==> src/source/bus_pkg.sv <==
package bus_pkg;

    localparam int addr_width = 32;
    localparam int data_width = 32;

    localparam logic [addr_width-1:0] out_port_addr     = 32'h1000_0000; // byte mirror only
    localparam logic [addr_width-1:0] display_port_addr = 32'h1000_0010; // loads the display word

    localparam int word_bytes   = data_width / 8;
    localparam int word_nibbles = data_width / 4;

    // same 32 bits seen two ways
    typedef union packed {
        logic [word_bytes-1:0][7:0]   bytes;   // byte 0 goes to out_byte
        logic [word_nibbles-1:0][3:0] nibbles; // nibble 0 is the rightmost digit
    } display_word_t;

endpackage

==> src/source/display_pkg.sv <==
package display_pkg;

    localparam int num_digits = 8;

    typedef logic [$clog2(num_digits)-1:0] digit_idx_t; // 0 is the rightmost digit
    typedef logic [3:0] digit_val_t;

    // active low cathodes with dp in bit 7 kept dark
    localparam logic [7:0] seg_code [16] = '{
        8'b11000000, // 0
        8'b11111001, // 1
        8'b10100100, // 2
        8'b10110000, // 3
        8'b10011001, // 4
        8'b10010010, // 5
        8'b10000010, // 6
        8'b11111000, // 7
        8'b10000000, // 8
        8'b10011000, // 9
        8'b10001000, // a
        8'b10000011, // b
        8'b11000110, // c
        8'b10100001, // d
        8'b10000110, // e
        8'b10001110  // f
    };

    localparam logic [7:0] blank_seg = 8'b11111111; // all segments off

    // about 3 ms per digit at 100 MHz
    localparam int refresh_bits_default = 18;

endpackage

==> src/source/port_decode.sv <==
`timescale 1ns/1ns

module port_decode (
    input  logic                           clk,
    input  logic                           resetn,
    input  logic                           mem_la_write,
    input  logic [bus_pkg::addr_width-1:0] mem_la_addr,
    input  logic [bus_pkg::data_width-1:0] mem_la_wdata,
    output bus_pkg::display_word_t         display_word,
    output logic [7:0]                     out_byte,
    output logic                           out_byte_en
);

    import bus_pkg::*;

    logic out_hit;
    logic display_hit;

    // look-ahead strobe carries its address in the same cycle
    assign out_hit     = mem_la_write && (mem_la_addr == out_port_addr);
    assign display_hit = mem_la_write && (mem_la_addr == display_port_addr);

    always_ff @(posedge clk) begin
        if (!resetn) begin
            out_byte_en <= 1'b0;
        end else begin
            out_byte_en <= out_hit || display_hit; // one cycle pulse
        end
    end

    always_ff @(posedge clk) begin
        if (!resetn) begin
            display_word <= '0;
        end else if (display_hit) begin
            display_word <= mem_la_wdata;
        end
    end

    // mirror lags the word register by one edge
    always_ff @(posedge clk) begin
        if (!resetn) begin
            out_byte <= '0;
        end else begin
            out_byte <= display_word.bytes[0];
        end
    end

endmodule

==> src/source/digit_scan.sv <==
`timescale 1ns/1ns

module digit_scan #(
    parameter int refresh_bits = display_pkg::refresh_bits_default
) (
    input  logic                    clk,
    input  logic                    resetn,
    input  logic                    base_sel,
    input  bus_pkg::display_word_t  display_word,
    output display_pkg::digit_idx_t digit_idx,
    output display_pkg::digit_val_t digit_val
);

    import bus_pkg::*;
    import display_pkg::*;

    localparam int idx_bits = $bits(digit_idx_t);

    logic [refresh_bits+idx_bits-1:0] refresh_cnt;
    logic [data_width-1:0]            word_bin;
    digit_val_t                       hex_val;
    digit_val_t                       dec_val;

    // decimal digit of weight 10^idx
    function automatic digit_val_t decimal_digit(
        input logic [data_width-1:0] word,
        input digit_idx_t            idx
    );
        logic [data_width-1:0] quot;
        begin
            case (idx)
                3'd0: quot = word;
                3'd1: quot = word / 10;
                3'd2: quot = word / 100;
                3'd3: quot = word / 1000;
                3'd4: quot = word / 10000;
                3'd5: quot = word / 100000;
                3'd6: quot = word / 1000000;
                default: quot = word / 10000000;
            endcase
            if (idx == digit_idx_t'(num_digits - 1)) begin
                decimal_digit = (quot > 9) ? 4'd9 : quot[3:0]; // top digit saturates
            end else begin
                decimal_digit = 4'(quot % 10);
            end
        end
    endfunction

    always_ff @(posedge clk) begin
        if (!resetn) begin
            refresh_cnt <= '0;
        end else begin
            refresh_cnt <= refresh_cnt + 1'b1;
        end
    end

    // top bits step once per wrap of the low part
    assign digit_idx = refresh_cnt[refresh_bits +: idx_bits];

    assign word_bin = display_word;
    assign hex_val  = display_word.nibbles[digit_idx];
    assign dec_val  = decimal_digit(word_bin, digit_idx);

    assign digit_val = base_sel ? dec_val : hex_val; // high selects decimal

endmodule

==> src/source/segment_driver.sv <==
`timescale 1ns/1ns

module segment_driver (
    input  logic                                resetn,
    input  display_pkg::digit_idx_t             digit_idx,
    input  display_pkg::digit_val_t             digit_val,
    output logic [display_pkg::num_digits-1:0]  output_anodo,
    output logic [7:0]                          output_catodo
);

    import display_pkg::*;

    logic [num_digits-1:0] anode_hot;
    logic [7:0]            seg_lookup;

    always_comb begin
        anode_hot            = '0;
        anode_hot[digit_idx] = 1'b1;
    end

    assign output_anodo = ~anode_hot; // anodes are active low

    assign seg_lookup = seg_code[digit_val];

    // keep the display dark until the word is valid
    assign output_catodo = resetn ? seg_lookup : blank_seg;

endmodule

==> src/source/display_system.sv <==
`timescale 1ns/1ns

module display_system #(
    parameter int refresh_bits = display_pkg::refresh_bits_default
) (
    input  logic                                clk,
    input  logic                                resetn,
    input  logic                                base_sel,
    input  logic                                mem_la_write,
    input  logic [bus_pkg::addr_width-1:0]      mem_la_addr,
    input  logic [bus_pkg::data_width-1:0]      mem_la_wdata,
    output logic [7:0]                          out_byte,
    output logic                                out_byte_en,
    output logic [display_pkg::num_digits-1:0]  output_anodo,
    output logic [7:0]                          output_catodo
);

    import bus_pkg::*;
    import display_pkg::*;

    display_word_t display_word;
    digit_idx_t    digit_idx;
    digit_val_t    digit_val;

    port_decode port_decode_i (
        .clk          (clk),
        .resetn       (resetn),
        .mem_la_write (mem_la_write),
        .mem_la_addr  (mem_la_addr),
        .mem_la_wdata (mem_la_wdata),
        .display_word (display_word),
        .out_byte     (out_byte),
        .out_byte_en  (out_byte_en)
    );

    digit_scan #(
        .refresh_bits (refresh_bits)
    ) digit_scan_i (
        .clk          (clk),
        .resetn       (resetn),
        .base_sel     (base_sel),
        .display_word (display_word),
        .digit_idx    (digit_idx),
        .digit_val    (digit_val)
    );

    segment_driver segment_driver_i (
        .resetn        (resetn),
        .digit_idx     (digit_idx),
        .digit_val     (digit_val),
        .output_anodo  (output_anodo),
        .output_catodo (output_catodo)
    );

endmodule

==> config.mk <==
export PLATFORM = sky130hd
export DESIGN_NAME = display_system
export DESIGN_NICKNAME = d
export VERILOG_FILES = /design/src/source/bus_pkg.sv /design/src/source/display_pkg.sv /design/src/source/port_decode.sv /design/src/source/digit_scan.sv /design/src/source/segment_driver.sv /design/src/source/display_system.sv
export SDC_FILE = /design/constraint.sdc
export NUM_CORES = 2
export LEC_CHECK = 0
export ABC_AREA = 1
export BUFFER_PORTS_ARGS = -buffer_cell sky130_fd_sc_hd__buf_2
export CELL_PAD_IN_SITES_DETAIL_PLACEMENT = 1
export CELL_PAD_IN_SITES_GLOBAL_PLACEMENT = 1
export CORE_MARGIN = 2
export CORE_UTILIZATION = 30
export DETAILED_ROUTE_END_ITERATION = 8
export PLACE_DENSITY_LB_ADDON = 0.25
export SLEW_MARGIN = 40
export SYNTH_ARGS = -nofsm -noshare
export SYNTH_HDL_FRONTEND = slang
export SYNTH_SLANG_ARGS = --single-unit
export TNS_END_PERCENT = 100
==> constraint.sdc <==
create_clock -name clk -period 81 [get_ports clk]
set_clock_uncertainty 0.1 [all_clocks]
set_input_delay 0 -clock clk [delete_from_list [all_inputs] [get_ports clk]]
set_output_delay 0 -clock clk [all_outputs]
set_load 0.005 [all_outputs]
Word level (Yosys, flattened, before mapping)
Memories as Yosys holds them, arrays and structs flattened.
Index checks and enable logic that the tools add are counted.

cells by class
  add/subtract/negate cells = 1
  multipliers = 0
  div/mod/pow operators = 8
  $lt $le $gt $ge = 4
  eq/ne operators = 9
  shift-type cells = 0
  multiplexer cells = 11
  bitwise logic cells = 2
  reduce and logical (&&, ||, !) cells = 5

operator list
  operator                                               count
  case mux 32 bit (7 select lines)                       1
  equality test 32 x 29 -> 1 bit, second input constant  2
  divider 32 x 10 -> 32 bit, second input constant       1
  divider 32 x 14 -> 32 bit, second input constant       1
  divider 32 x 17 -> 32 bit, second input constant       1
  divider 32 x 20 -> 32 bit, second input constant       1
  divider 32 x 24 -> 32 bit, second input constant       1
  divider 32 x 4 -> 32 bit, second input constant        1
  divider 32 x 7 -> 32 bit, second input constant        1
  > comparator 32 x 4 -> 1 bit, second input constant    1
  modulo 32 x 4 -> 32 bit, second input constant         1
  two-way mux 8 bit                                      3
  adder 21 x 1 -> 21 bit, second input constant          1
  two-way mux 4 bit                                      4
  binary-select mux 4 bit (select 3 bit)                 1
  equality test 3 bit, second input constant             4
  NOT 8 bit                                              1
  equality test 3 x 2 -> 1 bit, second input constant    2
  >= comparator 5 bit, second input constant             1
  NOT 4 -> 5 bit                                         1
  < comparator 3 x 4 -> 1 bit, second input constant     1
  demux 1 bit (select 3 bit)                             1
  equality test 3 x 1 -> 1 bit, second input constant    1
  >= comparator 3 x 1 -> 1 bit, second input constant    1
  other kinds (4)                                        6

storage, ports and cells
  register bits = 62
  bits in latches = 0
  bits in writable memories = 0
  ROM bits = 128
  input bits = 68
  output and inout bits = 25
  logic and storage cells = 45
  memories = 1

memory list
  name              depth  width  read ports  clocked after Yosys merged registers in  write ports  RTL line              source
  (name not given)  16     8      1           0                                        0            segment_driver.sv:23  assign seg_lookup = seg_code[digit_val];

Logic depth before layout (Yosys ltp)
  depth after elaboration = 11
  depth in mapped cells = 545
  gate-level depth less buffers = 508

Cells and area by module
From an unflattened synthesis, not the netlist that was laid out.

unflattened totals
  cell total of the unflattened synthesis = 5,322
  area total of the unflattened synthesis = 31,858.1 um^2

modules (own cells, without submodules)
  module          instances  cells an instance  area an instance (um^2)  seq. area each (um^2)
  digit_scan      1          4,987              29,457.0                 420.4
  port_decode     1          269                2,019.4                  820.8
  segment_driver  1          66                 381.6                    0.0

Worst setup path after synthesis
Ideal clock, no wire load.

  path kind = register -> output
  start = register digit_scan_i.refresh_cnt[18]
  end = output output_catodo[3]
  arrival time = 66,009 ps
  data required time = 80,900 ps
  setup slack = 14,891 ps
  cell stages (with the launch flop) = 515
  path buffers = 42
  cell sequence = dfxtp_1 -> buf_6 -> buf_6 -> nand2_1 -> ha_1 -> nand2_1 -> nand2_2 -> nand2_2 -> nand2_1 -> o21ai_1 -> ha_1 -> nand2_1 -> nand3_1 -> nand2_1 -> nand2_1 -> nand2_1 -> nand2_1 -> nand2_4 -> (+479 left out) -> nand2_2 -> nand4_2 -> o21bai_4 -> nand2_1 -> o21ai_2 -> o21ai_2 -> nand2_2 -> nand3_1 -> nand2_1 -> nand2_1 -> nand2_1 -> inv_1 -> ha_1 -> inv_1 -> nand3_1 -> nand2_1 -> nand2_1 -> nand3_1

between the ends
  word-level cells in the longest chain between the ends = 11
  elaborated cells on any way between the ends = 21
  those cells by class = 1 x div; 1 x order compare; 7 x eq/ne; 9 x mux; 1 x bitwise; 1 x reduce/logical; 1 x memory

ends and longest elaborated chain
  element                                                                          RTL line              source
  from (decl)                                                                      digit_scan.sv:19      logic [refresh_bits+idx_bits-1:0] refresh_cnt;
  from (signal assigned)                                                           digit_scan.sv:53      refresh_cnt <= refresh_cnt + 1'b1;
  parallel branches: the longest is 5 deep, another holds modulo 32 x 4 -> 32 bit  --
  two-way mux 4 bit (*)                                                            digit_scan.sv:64      assign digit_val = base_sel ? dec_val : hex_val;
  NOT 4 -> 5 bit (not written as such) (*)                                         segment_driver.sv:23
  memory read (16 x 8 bit) (*)                                                     --
  two-way mux 8 bit (not written as such) (*) (2 in a row)                         segment_driver.sv:23
  two-way mux 8 bit (*)                                                            segment_driver.sv:26  assign output_catodo = resetn ? seg_lookup : blank_seg;
  to (decl)                                                                        display_system.sv:15  output logic [7:0] output_catodo

Every way passes the cells marked *. The select of a mux whose other input is x is not followed.

Worst setup path after layout
  start = register digit_scan_i.refresh_cnt[20]
  end = output output_catodo[3]

The elaborated chain is that of the path after synthesis.

==> results.sh <==
export IMPL_route_antenna_remaining_nets=0
export IMPL_leak_pwr_nw=17.5
export IMPL_vias_per_cell=5.06
export IMPL_grt_antenna_before_repair=0
export IMPL_share_of_the_yosys_chip_area_belonging_to_registers=0.0404
export IMPL_design_final_nets=5644
export IMPL_pwr_share_comb=0.077
export IMPL_die_h_um=324
export IMPL_synth_adder_area_share=0.174
export IMPL_clk_pin_slew_worst_paths_ns=0.07
export IMPL_synth_flop_cell="sky130_fd_sc_hd__dfxtp_1"
export IMPL_post_dr_wirelength_cell_um=17.4
export IMPL_internal_portion_of_total_power_w=0.0000623
export IMPL_cts_tree="built"
export IMPL_coreArea_sq_um=102000
export IMPL_num_fill_cells=13636
export IMPL_htree_levels=3
export IMPL_synth_compound_area_frac=0.187
export IMPL_setup_viol_count_final=0
export IMPL_xor_xnor_portion_of_the_synthesized_cell_area=0.101
export IMPL_finalWeightedCongestion=0.887
export IMPL_antenna_cells_inserted=0
export IMPL_worst_setup_path_type="reg2out"
export IMPL_timing_critical_path_max_delay_family="simple AND/OR/NAND/NOR gates"
export IMPL_dp_hpwl_um=93600
export IMPL_library_cell_contributing_the_largest_single_delay_on_the_critical_path="sky130_fd_sc_hd__or4_2"
export IMPL_path_max_fanout=34
export IMPL_worstHoldPathType="in2reg"
export IMPL_fp_row_count=117
export IMPL_max_slew_worst_pin_slew_ns=0.877
export IMPL_synth_enable_flop_cells=0
export IMPL_synth_cell_area_sq_um=30700
export IMPL_slew_headroom=0.413
export IMPL_netSwitchingPower_w=0.0000208
export IMPL_clk_insertion_delay_late_ns=0.38
export IMPL_share_clk_of_total_power=0.554
export IMPL_rsz_0062_raised_after_global_routing="false"
export IMPL_clkSinkCount=62
export IMPL_syn_to_final_growth_pct=7.66
export IMPL_worst_path_most_repeated_cell="sky130_fd_sc_hd__nand2_1"
export IMPL_start_kind="register"
export IMPL_cts_made_buffers=9
export IMPL_syn_instance_count=5110
export IMPL_postCtsSetupRepairBufs=0
export IMPL_floorplan_initialDensity=0.302
export IMPL_timing_fmax_ghz=0.0139
export IMPL_dieArea_sq_um=105000
export IMPL_synth_area_mux_share=0.000326
export IMPL_synth_fp_nets=5604
export IMPL_yosys_warnings=0
export IMPL_hold_viol_final=0
export IMPL_final_period_minus_worst_setup_slack_ns=72.15
export IMPL_max_stage_delay_ns=0.68
export IMPL_status="completed"
export IMPL_routed_wirelength_um=114000
export IMPL_timing_critical_path_buf_inv=68
export IMPL_drt_initial_drc_count=1426
export IMPL_width_of_the_die_um=324
export IMPL_cts_root_buffer="sky130_fd_sc_hd__clkbuf_16"
export IMPL_drive_above_1_share=0.115
export IMPL_io_pins=93
export IMPL_ys_ff_latch=62
export IMPL_period_share=0.891
export IMPL_power_w=0.0000831
export IMPL_synthesis_area_per_instance_sq_um=6.01
export IMPL_first_global_vias=33303
export IMPL_max_clock_path_buffers=2
export IMPL_async_flop_share=0
export IMPL_vias=33037
export IMPL_total_power_divided_by_cell_area_nw_per_um2=2.51
export IMPL_grtUsageTotal=0.214
export IMPL_synth_top_family_by_area="simple AND/OR/NAND/NOR gates"
export IMPL_vdd_ir_drop_max_uv=10.9
export IMPL_cap_viol_max_count=0
export IMPL_drcViolationCount=0
export IMPL_port_buffer_count=91
export IMPL_netSwitchingFraction=0.250
export IMPL_seqPwrFrac=0.369
export IMPL_dr_pass1_iters=5
export IMPL_setup_worst_path_end_class="output pin"
export IMPL_synthSimpleGateAreaFrac=0.380
export IMPL_final_setup_tns_ns=0
export IMPL_maxSlewViolCount=0
export IMPL_synth_cell_type_count=91
export IMPL_worst_ep_required_time_ns=80.90
export IMPL_largest_net_degree_at_the_start_of_global_routing=65
export IMPL_global_route_wire_length_before_repair_um=181000
export IMPL_critPathArrivalTime_ns=72.05
export IMPL_grt_ovfl_total=0
worst paths after layout:
path	depth (start not counted)	end	start	slack (ns)
setup / recovery	481	output_catodo[3]	digit_scan_i.refresh_cnt[20]	8.85
hold / removal	4	digit_scan_i.refresh_cnt[20]	resetn	0.07
setup reg to reg	17	digit_scan_i.refresh_cnt[20]	digit_scan_i.refresh_cnt[0]	77.96
hold reg to reg	1	digit_scan_i.refresh_cnt[0]	digit_scan_i.refresh_cnt[0]	0.37
logic make-up after synthesis:
group | Yosys count
simple gates | 2402
compound gates | 1018
buf+inv | 846
fa+ha+maj | 426
xor+xnor | 354
flops | 62
other cells | 1
mux | 1
synthesized netlist by cell type, types with 62 or more instances:
master	instances	area, sq um
sky130_fd_sc_hd__nand2_1	1169	4390
sky130_fd_sc_hd__inv_1	663	2490
sky130_fd_sc_hd__ha_1	426	5330
sky130_fd_sc_hd__o21ai_0	384	1920
sky130_fd_sc_hd__nor2_1	381	1430
sky130_fd_sc_hd__a21oi_1	367	1840
sky130_fd_sc_hd__nand3_1	286	1430
sky130_fd_sc_hd__xor2_1	219	1920
sky130_fd_sc_hd__nand2_2	137	857
sky130_fd_sc_hd__xnor2_1	133	1160
sky130_fd_sc_hd__nand4_1	89	557
sky130_fd_sc_hd__clkbuf_1	73	274
sky130_fd_sc_hd__nor3_1	63	315
sky130_fd_sc_hd__dfxtp_1	62	1240
repair_timing:
item / 4_1_cts / 5_1_grt
setup endpoints to repair: 0 / 7
endpoints found under the hold margin: 33 / 0
hold buffers: 34 / 0
gates resized for setup: 0 / 31
final cells by class:
class / instances / area, sq um / area share
clock buffer: 11 / 253 / 0.00764
sequential: 62 / 1240 / 0.0375
clock inverter: 5 / 81.3 / 0.00246
tap: 1368 / 1710 / 0.0518
multi-input combinational: 4203 / 26000 / 0.785
timing repair buffer: 148 / 968 / 0.0293
inverter: 724 / 2840 / 0.0858
timing repair inverter: 2 / 10.0 / 0.000303
power by group through the flow:
stage,clock network [W],logic (W),registers (W)
2_1_floorplan,0,0.00000217,0.0000314
3_3_place_gp,0,0.00000510,0.0000314
3_5_place_dp,0,0.00000509,0.0000314
4_1_cts,0.0000471,0.00000638,0.0000307
5_1_grt,0.0000483,0.00000705,0.0000307
6_report,0.0000460,0.00000639,0.0000307
worst register-to-register path, stage by stage, from the launching register on:
cell and delay, ns:
sky130_fd_sc_hd__dfxtp_1 0.36, sky130_fd_sc_hd__ha_1 0.17, sky130_fd_sc_hd__nand2_1 0.07, sky130_fd_sc_hd__nor2_1 0.11, sky130_fd_sc_hd__inv_1 0.08, sky130_fd_sc_hd__nor3_1 0.20, sky130_fd_sc_hd__nand2_1 0.08, sky130_fd_sc_hd__nor2_1 0.13
sky130_fd_sc_hd__nand2_1 0.08, sky130_fd_sc_hd__nor2_1 0.23, sky130_fd_sc_hd__nand4_1 0.15, sky130_fd_sc_hd__nor2_1 0.17, sky130_fd_sc_hd__nand2_1 0.09, sky130_fd_sc_hd__nor2_1 0.25, sky130_fd_sc_hd__nand2_1 0.15, sky130_fd_sc_hd__nor3_1 0.31
sky130_fd_sc_hd__or2_2 0.17, sky130_fd_sc_hd__a21oi_1 0.05
stage by stage:
step	instance area, sq um	setup slack [ns]	hold slack [ns]	utilization	cells
2_1_floorplan	30700	14.89	0.0377	-	5110
3_3_place_gp	32300	8.92	0.147	0.318	6470
3_5_place_dp	32300	6.45	0.151	0.318	6470
4_1_cts	33000	5.81	0.0763	0.325	6520
5_1_grt	33100	0.0720	0.112	0.326	6523
6_report	33100	8.85	0.0748	0.326	6523
metal layers:
layer	track usage	vias to the layer above	wire, um
li1	-	17021	-
met1	0.293	15604	56300
met2	0.375	337	53600
met3	0.0119	75	2490
met4	0.0326	0	1420
met5	0	-	0
state kept, by name (all words and copies together) (netlist names):
name,cells
port_decode_i.out_byte,8
digit_scan_i.refresh_cnt,21
port_decode_i.display_word,32
port_decode_i.out_byte_en,1
placed cells by master, fill, tap and decap left out, drive strengths merged, types with 4 or more instances in the layout:
cell	Yosys	routed
and2	5	5
ha	426	426
nor4	21	21
o31ai	24	24
nor3	71	71
buf	38	114
clkinvlp	0	5
nor2	429	429
xnor2	133	133
o21ai	433	433
o211ai	20	20
a21boi	4	4
inv	713	712
a21o	24	24
or2	42	42
o2111ai	4	4
dfxtp	62	62
a21oi	373	373
clkinv	8	9
o21a	14	14
clkbuf	84	11
o21bai	25	25
nand3b	18	18
dlygate4sd3	0	34
a211oi	53	53
nand3	338	339
nand4	94	94
bufinv	3	5
xor2	221	221
a31oi	20	20
nand2	1370	1370
and3	8	8
a221oi	4	4
No activity file was read; power rests on OpenSTA's default activity.
